File: config.mk
export PLATFORM = sky130hd
export DESIGN_NAME = cache_top
export DESIGN_NICKNAME = d
export VERILOG_FILES = /design/src/rtl/cache_pkg.sv /design/src/rtl/cache_top.sv /design/src/rtl/cache_ctrl.sv /design/src/rtl/cache_lines.sv /design/src/rtl/ahb_read_port.sv
export SDC_FILE = /design/constraint.sdc
export NUM_CORES = 1
export LEC_CHECK = 0
export BUFFER_PORTS_ARGS = -buffer_cell sky130_fd_sc_hd__buf_2
export CAP_MARGIN = 20
export CORE_MARGIN = 3
export CORE_UTILIZATION = 25
export CTS_CLUSTER_SIZE = 30
export DETAILED_ROUTE_END_ITERATION = 16
export SLEW_MARGIN = 10
export SYNTH_ARGS = -nofsm -noshare
export SYNTH_HDL_FRONTEND = slang
export SYNTH_SLANG_ARGS = --single-unit
File: constraint.sdc
create_clock -name cpu_intf -period 8.7 [get_ports cpu_intf]
set_clock_uncertainty 0.15 [all_clocks]
set_input_delay 2.175 -clock cpu_intf [delete_from_list [all_inputs] [get_ports cpu_intf]]
set_output_delay 2.175 -clock cpu_intf [all_outputs]
set_load 0.005 [all_outputs]
File: src/rtl/cache_pkg.sv
`default_nettype none

package cache_pkg;

    // ########################################
    // widths and geometry
    // ########################################

    localparam int addr_w    = 32;
    localparam int data_w    = 32;
    localparam int index_w   = 4;  // line index sits in address bits 5 down to 2.
    localparam int num_lines = 16;
    localparam int tag_w     = 26; // tag is address bits 31 down to 6.
    localparam int cnt_w     = 16;

    // ########################################
    // encodings
    // ########################################

    typedef enum logic [1:0] {
        IDLE   = 2'b00,
        BUSY   = 2'b01,
        NONSEQ = 2'b10,
        SEQ    = 2'b11
    } htrans_e;

    typedef enum logic {
        OKAY  = 1'b0,
        ERROR = 1'b1
    } hresp_e;

    typedef enum logic [1:0] {
        ST_IDLE      = 2'b00,
        ST_MISS_REQ  = 2'b01,
        ST_MISS_WAIT = 2'b10,
        ST_FILL      = 2'b11
    } ctrl_state_e;

    // ########################################
    // bundles
    // ########################################

    typedef struct packed {
        logic              hsel;
        logic [addr_w-1:0] haddr;
        logic              hwrite;
        htrans_e           htrans;
        logic [2:0]        hsize;
    } ahb_req_t;

    typedef struct packed {
        logic [data_w-1:0] hrdata;
        logic              hready;
        hresp_e            hresp;
    } ahb_rsp_t;

    typedef struct packed {
        logic [addr_w-1:0] addr;
        logic              is_write;
    } xfer_t;

    typedef struct packed {
        logic [addr_w-1:0] addr; // word aligned byte address.
    } mem_req_t;

    typedef struct packed {
        logic [data_w-1:0] data;
    } mem_rsp_t;

    typedef struct packed {
        logic [index_w-1:0] index;
        logic [tag_w-1:0]   tag;
        logic [data_w-1:0]  data;
    } fill_t;

endpackage

`default_nettype wire
File: src/rtl/cache_top.sv
`default_nettype none

module cache_top (
    input  logic                         cpu_intf,
    input  logic                         rst_n,
    input  cache_pkg::ahb_req_t          ahb_req,
    input  logic                         mem_req_ready,
    input  cache_pkg::mem_rsp_t          mem_rsp,
    input  logic                         mem_rsp_valid,
    output cache_pkg::ahb_rsp_t          ahb_rsp,
    output cache_pkg::mem_req_t          mem_req,
    output logic                         mem_req_valid,
    output logic                         mem_rsp_ready,
    output logic [cache_pkg::cnt_w-1:0]  hit_count,
    output logic [cache_pkg::cnt_w-1:0]  miss_count
);

    cache_pkg::xfer_t              xfer;
    logic                          xfer_valid;
    logic                          xfer_done;
    logic [cache_pkg::data_w-1:0]  rd_data;
    logic [cache_pkg::addr_w-1:0]  lookup_addr;
    logic                          hit;
    logic [cache_pkg::data_w-1:0]  line_data;
    cache_pkg::fill_t              fill;
    logic                          fill_en;

    ahb_read_port port0 (
        .cpu_intf   (cpu_intf),
        .rst_n      (rst_n),
        .ahb_req    (ahb_req),
        .xfer_done  (xfer_done),
        .rd_data    (rd_data),
        .ahb_rsp    (ahb_rsp),
        .xfer       (xfer),
        .xfer_valid (xfer_valid)
    );

    cache_ctrl ctrl0 (
        .cpu_intf      (cpu_intf),
        .rst_n         (rst_n),
        .xfer          (xfer),
        .xfer_valid    (xfer_valid),
        .hit           (hit),
        .line_data     (line_data),
        .mem_req_ready (mem_req_ready),
        .mem_rsp       (mem_rsp),
        .mem_rsp_valid (mem_rsp_valid),
        .lookup_addr   (lookup_addr),
        .xfer_done     (xfer_done),
        .rd_data       (rd_data),
        .fill          (fill),
        .fill_en       (fill_en),
        .mem_req       (mem_req),
        .mem_req_valid (mem_req_valid),
        .mem_rsp_ready (mem_rsp_ready),
        .hit_count     (hit_count),
        .miss_count    (miss_count)
    );

    cache_lines lines0 (
        .cpu_intf    (cpu_intf),
        .rst_n       (rst_n),
        .lookup_addr (lookup_addr),
        .fill        (fill),
        .fill_en     (fill_en),
        .hit         (hit),
        .line_data   (line_data)
    );

endmodule

`default_nettype wire

File: src/rtl/cache_ctrl.sv
`default_nettype none

module cache_ctrl (
    input  logic                          cpu_intf,
    input  logic                          rst_n,
    input  cache_pkg::xfer_t              xfer,
    input  logic                          xfer_valid,
    input  logic                          hit,
    input  logic [cache_pkg::data_w-1:0]  line_data,
    input  logic                          mem_req_ready,
    input  cache_pkg::mem_rsp_t           mem_rsp,
    input  logic                          mem_rsp_valid,
    output logic [cache_pkg::addr_w-1:0]  lookup_addr,
    output logic                          xfer_done,
    output logic [cache_pkg::data_w-1:0]  rd_data,
    output cache_pkg::fill_t              fill,
    output logic                          fill_en,
    output cache_pkg::mem_req_t           mem_req,
    output logic                          mem_req_valid,
    output logic                          mem_rsp_ready,
    output logic [cache_pkg::cnt_w-1:0]   hit_count,
    output logic [cache_pkg::cnt_w-1:0]   miss_count
);

    cache_pkg::ctrl_state_e        state;
    cache_pkg::ctrl_state_e        state_nxt;
    logic                          rd_req;
    logic                          miss_seen;
    logic                          refill_q; // last cycle wrote the line for this read.
    logic [cache_pkg::data_w-1:0]  rsp_data_q;

    assign rd_req    = xfer_valid && !xfer.is_write;
    assign miss_seen = (state == cache_pkg::ST_IDLE) && rd_req && !hit;

    // ########################################
    // state machine
    // ########################################

    always_comb begin
        state_nxt = state;
        case (state)
            cache_pkg::ST_IDLE:      if (miss_seen) state_nxt = cache_pkg::ST_MISS_REQ;
            cache_pkg::ST_MISS_REQ:  if (mem_req_ready) state_nxt = cache_pkg::ST_MISS_WAIT;
            cache_pkg::ST_MISS_WAIT: if (mem_rsp_valid) state_nxt = cache_pkg::ST_FILL;
            default:                 state_nxt = cache_pkg::ST_IDLE;
        endcase
    end

    always_ff @(posedge cpu_intf or negedge rst_n) begin
        if (!rst_n) begin
            state      <= cache_pkg::ST_IDLE;
            refill_q   <= 1'b0;
            hit_count  <= '0;
            miss_count <= '0;
        end else begin
            state    <= state_nxt;
            refill_q <= (state == cache_pkg::ST_FILL);
            if (xfer_done && !refill_q) hit_count <= hit_count + 1'b1;
            if (miss_seen) miss_count <= miss_count + 1'b1;
        end
    end

    always_ff @(posedge cpu_intf) begin
        if (mem_rsp_valid && mem_rsp_ready) begin
            rsp_data_q <= mem_rsp.data;
        end
    end

    // ########################################
    // outputs
    // ########################################

    always_comb begin
        lookup_addr   = xfer.addr;
        xfer_done     = (state == cache_pkg::ST_IDLE) && rd_req && hit;
        rd_data       = line_data;
        mem_req.addr  = {xfer.addr[cache_pkg::addr_w-1:2], 2'b00};
        mem_req_valid = (state == cache_pkg::ST_MISS_REQ);
        mem_rsp_ready = (state == cache_pkg::ST_MISS_WAIT);
        fill_en       = (state == cache_pkg::ST_FILL);
        fill.index    = xfer.addr[cache_pkg::index_w+1:2];
        fill.tag      = xfer.addr[cache_pkg::addr_w-1:cache_pkg::addr_w-cache_pkg::tag_w];
        fill.data     = rsp_data_q;
    end

    a_req_hold : assert property (@(posedge cpu_intf) disable iff (!rst_n)
        (mem_req_valid && !mem_req_ready) |=> (mem_req_valid && $stable(mem_req)));

    // the response side opens only once the request has been taken.
    a_rsp_ready_wait : assert property (@(posedge cpu_intf) disable iff (!rst_n)
        $rose(mem_rsp_ready) |-> $past(mem_req_valid && mem_req_ready));

endmodule

`default_nettype wire

File: src/rtl/cache_lines.sv
`default_nettype none

module cache_lines (
    input  logic                          cpu_intf,
    input  logic                          rst_n,
    input  logic [cache_pkg::addr_w-1:0]  lookup_addr,
    input  cache_pkg::fill_t              fill,
    input  logic                          fill_en,
    output logic                          hit,
    output logic [cache_pkg::data_w-1:0]  line_data
);

    logic [cache_pkg::num_lines-1:0] valid_q;
    logic [cache_pkg::tag_w-1:0]     tag_q  [cache_pkg::num_lines];
    logic [cache_pkg::data_w-1:0]    data_q [cache_pkg::num_lines];

    logic [cache_pkg::index_w-1:0]   lk_index;
    logic [cache_pkg::tag_w-1:0]     lk_tag;

    // ########################################
    // lookup
    // ########################################

    assign lk_index = lookup_addr[cache_pkg::index_w+1:2];
    assign lk_tag   = lookup_addr[cache_pkg::addr_w-1:cache_pkg::addr_w-cache_pkg::tag_w];

    always_comb begin
        hit       = valid_q[lk_index] && (tag_q[lk_index] == lk_tag);
        line_data = data_q[lk_index]; // only meaningful together with hit.
    end

    // ########################################
    // storage
    // ########################################

    always_ff @(posedge cpu_intf or negedge rst_n) begin
        if (!rst_n) begin
            valid_q <= '0;
        end else if (fill_en) begin
            valid_q[fill.index] <= 1'b1;
        end
    end

    always_ff @(posedge cpu_intf) begin
        if (fill_en) begin
            tag_q[fill.index]  <= fill.tag;
            data_q[fill.index] <= fill.data;
        end
    end

    a_fill_index_known : assert property (@(posedge cpu_intf) disable iff (!rst_n)
        fill_en |-> !$isunknown(fill.index));

endmodule

`default_nettype wire

File: src/rtl/ahb_read_port.sv
`default_nettype none

module ahb_read_port (
    input  logic                          cpu_intf,
    input  logic                          rst_n,
    input  cache_pkg::ahb_req_t           ahb_req,
    input  logic                          xfer_done,
    input  logic [cache_pkg::data_w-1:0]  rd_data,
    output cache_pkg::ahb_rsp_t           ahb_rsp,
    output cache_pkg::xfer_t              xfer,
    output logic                          xfer_valid
);

    logic             hready_int;
    logic             addr_active;
    logic             rd_pend;   // a read is in its data phase.
    logic             err_first; // first error cycle, hready low.
    logic             err_second;
    cache_pkg::xfer_t xfer_q;

    assign addr_active = ahb_req.hsel &&
                         (ahb_req.htrans == cache_pkg::NONSEQ ||
                          ahb_req.htrans == cache_pkg::SEQ);

    // ########################################
    // data phase tracking
    // ########################################

    always_ff @(posedge cpu_intf or negedge rst_n) begin
        if (!rst_n) begin
            rd_pend    <= 1'b0;
            err_first  <= 1'b0;
            err_second <= 1'b0;
        end else begin
            if (hready_int) begin
                rd_pend   <= addr_active && !ahb_req.hwrite;
                err_first <= addr_active && ahb_req.hwrite;
            end else begin
                err_first <= 1'b0; // only ever one wait cycle for an error.
            end
            err_second <= err_first;
        end
    end

    always_ff @(posedge cpu_intf) begin
        if (hready_int) begin
            xfer_q.addr     <= ahb_req.haddr;
            xfer_q.is_write <= ahb_req.hwrite;
        end
    end

    // a pending read holds the bus until the controller finishes it.
    assign hready_int = !err_first && (!rd_pend || xfer_done);

    always_comb begin
        ahb_rsp.hrdata = rd_data;
        ahb_rsp.hready = hready_int;
        ahb_rsp.hresp  = (err_first || err_second) ? cache_pkg::ERROR : cache_pkg::OKAY;
    end

    assign xfer       = xfer_q;
    assign xfer_valid = rd_pend;

    // ########################################
    // checks
    // ########################################

    a_err_two_cycle : assert property (@(posedge cpu_intf) disable iff (!rst_n)
        (ahb_rsp.hresp == cache_pkg::ERROR && ahb_rsp.hready) |->
        $past(ahb_rsp.hresp == cache_pkg::ERROR && !ahb_rsp.hready));

    a_no_read_in_err : assert property (@(posedge cpu_intf) disable iff (!rst_n)
        (err_first || err_second) |-> !xfer_valid);

endmodule

`default_nettype wire

# After elaboration in Yosys (flattened, before gate mapping)
# Memory sizes are Yosys's and may differ from the RTL's. A register that Yosys moved wholly into a read port is not among the register bits.
# Cells that the tools add are included.
dict set report word_totals {
  mem_count 2
  output_inout_bits 100
  register_bits 119
  wordCells 64
  mem_bits_rw 928
  rom_bits 0
  inputBits 75
  latch_bits 0
}
dict set report op_classes {
  n_lt_le_gt_ge 2
  n_shift 0
  bitwise_logic 1
  n_mux 14
  add_sub_neg 2
  n_mul 0
  n_div 0
  reduce_logical 23
  n_eq_ne 9
}
# name words word_bits read_ports rd_clocked_by_memory_dff wr line
set mem_list {}
lappend mem_list {lines0.data_q 16 32 1 1 1 cache_lines.sv:15} ;# logic [cache_pkg::data_w-1:0] data_q [cache_pkg::num_lines];
lappend mem_list {lines0.tag_q 16 26 1 1 1 cache_lines.sv:14} ;# logic [cache_pkg::tag_w-1:0] tag_q [cache_pkg::num_lines];
# op count
set op_table {}
lappend op_table {{adder 16 x 1 -> 16 bit, second input constant} 2}
lappend op_table {{equality test 26 bit} 1}
lappend op_table {{OR 16 bit} 1}
lappend op_table {{logical AND 1 bit} 12}
lappend op_table {{equality test 2 bit, second input constant} 4}
lappend op_table {{two-way mux 4 bit} 2}
lappend op_table {{zero test 1 bit} 6}
lappend op_table {{two-way mux 1 bit} 6}
lappend op_table {{two-way mux 2 bit} 3}
lappend op_table {{one-hot mux 2 bit (3 select lines)} 1}
lappend op_table {{< comparator 4 x 5 -> 1 bit, second input constant} 1}
lappend op_table {{binary-select mux 1 bit (select 4 bit)} 1}
lappend op_table {{demux 1 bit (select 4 bit)} 1}
lappend op_table {{greater-or-equal comparator 4 x 1 -> 1 bit, second input constant} 1}
lappend op_table {{!= test 2 bit, second input constant} 2}
lappend op_table {{logical OR 1 bit} 3}
lappend op_table {{AND reduction 3 bit} 1}
lappend op_table {{equality test 2 x 1 -> 1 bit, second input constant} 1}
lappend op_table {{zero test 2 bit} 1}
lappend op_table {{!= test 2 x 1 -> 1 bit, second input constant} 1}

# Depth between registers and ports, before layout
# Gate-level depths: netlist of the first run.
dict set report logic_depth {
  word_depth 7
  depth_mapped 16
  depth_no_buf 9
}

# Modules after synthesis
# A second synthesis of the first run with hierarchy kept.
dict set report hier_totals {
  hier_cells 1912
  hier_area_um2 41411.0
}
# module cells_each seq_area_each_um2 area_each_um2 instances
set modules_own_cells {}
lappend modules_own_cells {cache_lines 1530 28267.1 36450.0 1}
lappend modules_own_cells {cache_ctrl 305 1836.8 3599.7 1}
lappend modules_own_cells {ahb_read_port 77 1066.0 1361.3 1}

# Least setup slack after synthesis of the first run
# Ideal clock, no wire load.
dict set report synth_path {
  path_kind {register -> output}
  start {register (tool-made name)}
  end {output ahb_rsp[1] (netlist bit)}
  slack_ns 1.767
  required_time_ns 6.375
  t_arrival_ns 4.608
  path_stages_with_launch 15
  cell_sequence {dfxtp_1 -> buf_2 -> buf_6 -> buf_2 -> mux4_2 -> mux2i_1 -> a21oi_1 -> xnor2_1 -> nand4_1 -> or4_1 -> buf_2 -> buf_6 -> o21ai_1 -> nor2b_1 -> buf_4}
}
# item line
set synth_rtl {}
lappend synth_rtl {{end: declaration} cache_top.sv:10} ;# output cache_pkg::ahb_rsp_t ahb_rsp,

==> flow_summary.toml, run 1 <==
[critical_path]
path_cells = "buf_12 -> buf_4 -> nor2b_1 -> a211oi_1 -> a31oi_1 -> xnor2_1 -> nand4_1 -> or4_1 -> buf_4 -> o21ai_1 -> nor2b_4 -> buf_2"
rr_endpoint = "port0.xfer[10]"
crit_fanout = 42
slowest_delay_ns = 0.83
crit_path_start_kind = "flip-flop"
crit_required_ns = 6.38
r2r_cells = 12
cp-end-kind = "output port"
crit_type = "reg2out"
critPathArrivalTime_ns = 5.09
slowest_stage = "dfxtp_4"
path_common_cell = "buf_4"
r2r_setup_slack_ns = 3.31

[detailed_routing]
postRouteAntennaNets = 0
via_count = 18700
drtPass1Iterations = 4
viasPerCell = 4.43
route.detailed.drc = 0
wire_per_inst_um = 22.5
wirelength_um = 94800
drt_iter0_drc = 1862

[floorplan]
rows = 146
core_area_um2 = 159000
die_x_um = 408
die_h_um = 408
start_util = 0.253
die-area_um2 = 166000
ios = 175

[status]
status = "completed"

[worst_hold_path]
hp-start = "lines0.valid_q[2]"
hp-class = "reg2reg"
holdPathEnd = "lines0.valid_q[2]"
hold_depth = 1

[sta]
hold_violations = 0
layout_setup_ws_ns = 1.29
period_minus_slack_ns = 7.41
fmax_mhz = 135
setup_tns_ns = 0
slew_headroom = 0.311
setup-violations-final = 0
rsz0062_at_grt = "false"
fin_crit_sh = 0.852
worst_pin_slew_ns = 1.03
slew_viol_final = 0

[clock_network]
clk_pin_slew_ns = 0.06
postCtsSetupRepairBufs = 0
clock-root-buffer = "clkbuf_16"
cts_tree = "done"
worstSkewPairLatency_ns = 0.71
cts_max_path_buffers = 3
numClockSinks = 1049
hold_buffers = 0
htreeDepth = 3
cts_buffers = 104
ctsResizeCount = 0

[synthesis]
ys.flop_type = "edfxtp_1"
yosysTopAreaCell = "edfxtp_1"
synthArstFlopShare = 0.0515
synth_edf_count = 991
synth_top_area_frac = 0.738
syn-cell-area_um2 = 40300
yosysWarnings = 0
postSynthCellCount = 1777
synth-seq-cells = 1049
synthTopCellsByArea = "edfxtp_1, mux4_2, dfrtp_1, mux2i_1, xnor2_1"
yosysUniqueCellTypes = 53
ys_seq_area_frac = 0.774
syn_area_per_cell_um2 = 22.7

[global_route]
grt_pass1_wl_um = 138000
antenna_found_initial = 17
grt_max_degree = 94
track_usage = 0.112
overflow = 0
grt_pass1_vias = 19500

[placement]
post-dp-hpwl_um = 50400
dpl_cell_area_um2 = 43700
pre_cts_ws_ns = 1.89
io_buffer_count = 166
gp_congestion = 0.701

[finish]
final_cell_mix = "edfxtp_1, mux4_2, buf_2"
areaGrowthSynthToFinish_pct = 16.8
layout.nets = 2067
final_common_cell = "edfxtp_1"
final_layout_size_suffix_gt1_frac = 0.328
fillers = 15500
finalInstanceArea_um2 = 47100

[power]
power.density_nw_per_um2 = 233
ir_drop_uv = 151
leakage_nw = 15.2

[job]
cap_violations = 0
==> synth_stat cells (6+ instances only) <==
master,count
buf_4,37
nand3_1,19
xnor2_1,33
o22ai_1,6
nor2_1,25
a31oi_1,6
clkbuf_1,35
a22oi_1,7
and3_1,7
o21ai_0,9
nand4_1,10
nand2_1,32
or2_2,18
nor3_1,11
dfrtp_1,54
nor2b_1,8
xor2_1,30
buf_1,7
mux4_2,270
mux2i_1,39
buf_2,31
ha_1,7
edfxtp_1,991
buf_6,6
a211oi_1,8
inv_1,14
==> area by class of cell <==
cell class                 count  area (um2)  area share
sequential                  1049       31200       0.662
multi-input combinational    598        8540       0.181
clock buffer                 128        2740      0.0581
tap                         2146        2690      0.0570
timing repair buffer         217        1280      0.0273
clock inverter                58         598      0.0127
inverter                      15        58.8     0.00125
antenna                        2        5.00    0.000106
==> flip-flops by register name, indices dropped and copies added (netlist names), named ones only <==
name	cells
port0.xfer	31
port0.err_first	1
port0.xfer_valid	1
ctrl0.refill_q	1
lines0.valid_q	16
ctrl0.rsp_data_q	32
ctrl0.hit_count	16
lines0.data_q	512
ctrl0.state	2
ctrl0.miss_count	16
port0.err_second	1
lines0.tag_q	416
==> where the power goes <==
group / switching [mW] / internal (mW) / leakage [nW]
clock: 1.90 / 2.50 / 1.60
sequential: 0.145 / 5.71 / 9.67
combinational: 0.389 / 0.354 / 3.89
total: 2.44 / 8.56 / 15.2
==> worst max path at each step <==
| stage | from | end | slack, ns | cells after the start |
|---|---|---|---|---|
| 4_1_cts | flip-flop | ahb_rsp[1] | 1.10 | 12 |
| 5_1_grt | flip-flop | ahb_rsp[1] | 0.85 | 12 |
| 3_3_place_gp | flip-flop | ahb_rsp[1] | 1.85 | 12 |
| 2_1_floorplan | flip-flop | ahb_rsp[1] | 1.77 | 14 |
| 6_report | flip-flop | ahb_rsp[1] | 1.29 | 12 |
| 3_5_place_dp | flip-flop | ahb_rsp[1] | 1.89 | 12 |
==> per-layer routing <==
layer	track usage	part of all wire
met1	0.155	0.44
met2	0.179	0.48
met3	0.0273	0.067
met4	0.0250	0.018
met5	0	0.00061
==> worst max-delay path: cells and delay by family (launching register included) <==
family,cells,cell delay (ns)
AO/OA/AOI/OAI,3,0.55
flip-flops,1,0.83
buffers and inverters,4,1.36
AND/OR/NAND/NOR,4,1.28
XOR/XNOR,1,0.27
==> stage by stage <==
stage	total power [mW]	utilization	std cells	hold slack, ns
2_1_floorplan	6.41	-	1778	0.283
3_3_place_gp	6.71	0.274	4023	0.299
3_5_place_dp	6.72	0.275	4024	0.300
4_1_cts	11.2	0.296	4210	0.316
5_1_grt	11.4	0.296	4211	0.334
6_report	11.0	0.296	4213	0.310
==> kinds of logic (layout without fill, tap and decap cells) <==
group                      Yosys count  count (layout)  share of synthesized area
adders and majority gates            7               7                    0.00217
DFF                               1049            1049                      0.774
muxes                              313             313                      0.162
AOI/OAI and AO/OA                   53              53                    0.00925
and+or+nand+nor                    160             160                     0.0219
other                                1               4                  0.0000930
xor gates and xnor gates            63              63                     0.0137
buffers and inverters              131             418                     0.0177
Power figures use the tool's default switching activity.
==> run 2: changes to the inputs <==
Settings changed: CORE_MARGIN 3 to 5.
==> flow_summary.toml, run 2 (synthesis gave the netlist of run 1 again) <==
[status]
status = "completed"

[clock_network]
cts_max_path_buffers = 3
numClockSinks = 1049
worstSkewPairLatency_ns = 0.71
clk_pin_slew_ns = 0.06
hold_buffers = 0
htreeDepth = 3
cts_tree = "done"
ctsResizeCount = 0
cts_buffers = 108
postCtsSetupRepairBufs = 0
clock-root-buffer = "clkbuf_16"

[sta]
worst_pin_slew_ns = 1.12
setup-violations-final = 0
hold_violations = 0
fmax_mhz = 136
layout_setup_ws_ns = 1.34
slew_viol_final = 0
fin_crit_sh = 0.846
fin_hold_ws_ns = 0.313
rsz0062_at_grt = "false"
slew_headroom = 0.250
period_minus_slack_ns = 7.36
setup_tns_ns = 0

[global_route]
grt_max_degree = 55
overflow = 0
grt_pass1_vias = 19600
grt_pass1_wl_um = 137000
antenna_found_initial = 8
track_usage = 0.110

[placement]
pre_cts_ws_ns = 1.97
dp.cells = 4037
dpl_cell_area_um2 = 43700
gp_congestion = 0.710
post-dp-hpwl_um = 50100
io_buffer_count = 166

[finish]
layout.nets = 2069
final-instance-count-excl-fill = 4234
top_regs = "lines0.data_q (512), lines0.tag_q (416), ctrl0.rsp_data_q (32)"
areaGrowthSynthToFinish_pct = 17.0
final_common_cell = "edfxtp_1"
final_layout_size_suffix_gt1_frac = 0.335
largest-register = "lines0.data_q"
fillers = 15600
utilization = 0.294
final_cell_mix = "edfxtp_1, mux4_2, buf_2"
largest_reg_flops = 512
finalInstanceArea_um2 = 47200

[critical_path]
path_cells = "buf_4 -> mux4_2 -> mux2i_1 -> xor2_1 -> nor2_1 -> a2111oi_2 -> o2111ai_1 -> or4_1 -> buf_4 -> o21ai_1 -> nor2b_4 -> buf_2"
cp-end-kind = "output port"
path_common_cell = "buf_4"
crit_path_start_kind = "flip-flop"
slowest_delay_ns = 0.78
r2r_cells = 12
critPathArrivalTime_ns = 5.04
crit_fanout = 42
crit_required_ns = 6.38
crit_type = "reg2out"
slowest_stage = "dfxtp_4"

[detailed_routing]
wire_per_inst_um = 22.2
route.detailed.drc = 0
viasPerCell = 4.42
postRouteAntennaNets = 0
wirelength_um = 94200
via_count = 18700
drt_iter0_drc = 1914
drtPass1Iterations = 5

[worst_hold_path]
hp-class = "reg2reg"
hold_depth = 1

[power]
netSwitchingFraction = 0.224
leakage_nw = 15.2
p_switching_mw = 2.48
ir_drop_uv = 168
p_int_mw = 8.59
p_clk_frac = 0.405
p_total_mw = 11.1
combPwrFrac = 0.066
seqPwrFrac = 0.529
power.density_nw_per_um2 = 235

[floorplan]
die-area_um2 = 169000
die_h_um = 412
die_x_um = 412
core_area_um2 = 160000
start_util = 0.251
rows = 147
ios = 175

[job]
cap_violations = 0
==> run 2: cell count changes in the layout (fill, tap and decap cells not counted), moves of 2 or more <==
cell and delta:
inv_6 +3, clkbuf_16 +5, clkinvlp_4 +4, clkinv_2 +8, inv_8 +2, bufinv_16 -3
buf_12 -2, clkinv_1 -6, clkbuf_1 -4
==> run 2: per-layer routing <==
| metal | up-vias | GRT usage | wire length [um] |
|---|---|---|---|
| li1 | 7822 | - | - |
| met5 | - | 0 | 0 |
| met3 | 114 | 0.0248 | 6260 |
| met2 | 623 | 0.173 | 44000 |
| met4 | 0 | 0.0210 | 1550 |
| met1 | 10200 | 0.157 | 42300 |
==> run 2: worst paths after layout <==
check                               startpoint                    to  slack, ns
min in group asynchronous                rst_n  ctrl0.miss_count[15]       1.44
hold reg to reg            ctrl0.hit_count[15]   ctrl0.hit_count[15]       0.31
setup / recovery                     flip-flop            ahb_rsp[1]       1.34
setup reg to reg                     flip-flop         port0.xfer[9]       3.35
max in group asynchronous                rst_n        ctrl0.state[0]       6.46
hold / removal             ctrl0.hit_count[15]   ctrl0.hit_count[15]       0.31
==> run 2: power by group through the flow <==
stage	sequential, mW	combinational, mW	clock [mW]
2_1_floorplan	5.90	0.513	0
3_3_place_gp	5.95	0.751	0
3_5_place_dp	5.96	0.755	0
4_1_cts	5.86	0.757	4.61
5_1_grt	5.88	0.796	4.83
6_report	5.85	0.733	4.48
==> run 2: critical path: cells and delay by family, from the launching register on <==
kind	cells	cell delay, ns
AOI/OAI and AO/OA	3	0.82
muxes	2	0.72
buffers and inverters	3	0.85
and+or+nand+nor	3	0.79
xor gates and xnor gates	1	0.30
DFF	1	0.78
==> run 2: cell type report <==
cell class / instances / area [um2] / area share
well taps: 2160 / 2700 / 0.0573
multi-input cells: 598 / 8540 / 0.181
clock inverters: 65 / 578 / 0.0123
clock buffers: 130 / 2860 / 0.0606
repair buffers: 215 / 1220 / 0.0259
inverters: 15 / 58.8 / 0.00125
diodes: 2 / 5.00 / 0.000106
flip-flops and latches: 1049 / 31200 / 0.662
==> run 3: changes to the inputs <==
Clock period 8.7 ns to 7.38 ns, I/O delays scaled along.
==> flow_summary.toml, run 3 (synthesis gave the netlist of run 1 again) <==
[global_route]
overflow = 0
grt_pass1_vias = 19700
grt_pass1_wl_um = 140000
track_usage = 0.113
antenna_found_initial = 8
grt_max_degree = 67

[floorplan]
die_h_um = 412
start_util = 0.251
core_area_um2 = 160000
die_x_um = 412
ios = 175
rows = 147
die-area_um2 = 169000

[finish]
areaGrowthSynthToFinish_pct = 17.4
final_layout_size_suffix_gt1_frac = 0.335
largest_reg_flops = 512
finalInstanceArea_um2 = 47300
layout.nets = 2088
fillers = 15600
seqCellArea_um2 = 31200
top_regs = "lines0.data_q (512), lines0.tag_q (416), ctrl0.rsp_data_q (32)"
utilization = 0.295
largest-register = "lines0.data_q"
final_common_cell = "edfxtp_1"
final_cell_mix = "edfxtp_1, mux4_2, buf_2"
multi_input_area_um2 = 8540

[detailed_routing]
viasPerCell = 4.41
drtPass1Iterations = 5
route.detailed.drc = 0
drt_iter0_drc = 1996
postRouteAntennaNets = 0
wire_per_inst_um = 22.6
wirelength_um = 96400
via_count = 18800

[placement]
post-dp-hpwl_um = 51400
dpl_cell_area_um2 = 43900
gp_congestion = 0.716
pre_cts_ws_ns = 1.39
io_buffer_count = 166

[sta]
slew_viol_final = 0
period_minus_slack_ns = 6.69
hold_violations = 0
fin_crit_sh = 0.906
setup_tns_ns = 0
setup-violations-final = 0
slew_headroom = 0.320
fmax_mhz = 150
rsz0062_at_grt = "false"
fin_hold_ws_ns = 0.312
worst_pin_slew_ns = 1.02
layout_setup_ws_ns = 0.692

[power]
leakage_nw = 15.3
power.density_nw_per_um2 = 277
ir_drop_uv = 195

[clock_network]
htreeDepth = 3
clk_pin_slew_ns = 0.06
hold_buffers = 0
cts_tree = "done"
ctsResizeCount = 0
clock-root-buffer = "clkbuf_16"
cts_max_path_buffers = 3
worstSkewPairLatency_ns = 0.73
numClockSinks = 1049
cts_buffers = 111
postCtsSetupRepairBufs = 0

[critical_path]
path_common_cell = "mux2i_1"
rr_endpoint = "port0.xfer[7]"
crit_type = "reg2out"
crit_path_start_kind = "flip-flop"
cp-end-kind = "output port"
path_cells = "buf_4 -> mux4_2 -> mux2i_1 -> mux2i_1 -> xnor2_1 -> o31a_1 -> nand4_1 -> or4_1 -> o21ai_1 -> nor2b_4 -> buf_2"
slowest_delay_ns = 0.71
crit_required_ns = 5.39
r2r_cells = 11
crit_path_end = "ahb_rsp[1]"
slowest_stage = "dfxtp_4"
r2r_setup_slack_ns = 2.42
critPathArrivalTime_ns = 4.69
crit_fanout = 27

[status]
status = "completed"

[worst_hold_path]
hold_depth = 1
hp-class = "reg2reg"

[job]
cap_violations = 0
run 3: changes by cell type in the layout (fill, tap and decap cells not counted), sizes merged:
cell	change
clkinvlp	-5
bufinv	-2
clkbuf	+16
inv	+2
diode	+1
buf	+16
clkinv	-5
run 3: worst min-delay path by stage:
stage                                  start            endpoint  slack [ns]
after floorplan              port0.err_first    port0.err_second        0.28
after global placement    lines0.valid_q[14]  lines0.valid_q[14]        0.30
after detailed placement  lines0.valid_q[10]  lines0.valid_q[10]        0.30
after CTS                 lines0.valid_q[10]  lines0.valid_q[10]        0.32
after global routing      lines0.valid_q[11]  lines0.valid_q[11]        0.32
final                      lines0.valid_q[3]   lines0.valid_q[3]        0.31
run 3: cell type report:
| cell class | instances | share of cell area |
|---|---|---|
| Antenna cell | 3 | 0.000159 |
| Clock buffer | 146 | 0.0632 |
| Clock inverter | 55 | 0.0103 |
| Inverter | 15 | 0.00124 |
| Multi-Input combinational cell | 598 | 0.180 |
| Sequential cell | 1049 | 0.659 |
| Tap cell | 2160 | 0.0571 |
| Timing Repair Buffer | 231 | 0.0286 |
run 3: stage by stage:
stage	power, mW	instances
2_1_floorplan	7.56	1778
3_3_place_gp	7.91	4053
3_5_place_dp	7.92	4053
4_1_cts	13.3	4254
5_1_grt	13.7	4256
6_report	13.1	4257
run 3: report_power, final:
group / leakage (nW) / total (mW) / internal (mW) / switching (mW)
Sequential: 9.67 / 6.90 / 6.73 / 0.170
Clock: 1.68 / 5.35 / 3.00 / 2.34
Combinational: 3.95 / 0.879 / 0.419 / 0.460
run 3: critical path: cells and delay by family (launching register included):
| family | cells | cell delay [ns] |
|---|---|---|
| AOI/OAI and AO/OA | 2 | 0.46 |
| muxes | 3 | 0.82 |
| buffers and inverters | 2 | 0.57 |
| xor gates and xnor gates | 1 | 0.36 |
| and+or+nand+nor | 3 | 1.03 |
| DFF | 1 | 0.71 |
run 3: metal layers:
layer / part of all wire / global-route usage
met1: 0.45 / 0.161
met2: 0.47 / 0.176
met3: 0.062 / 0.0248
met4: 0.017 / 0.0265
met5: 0 / 0
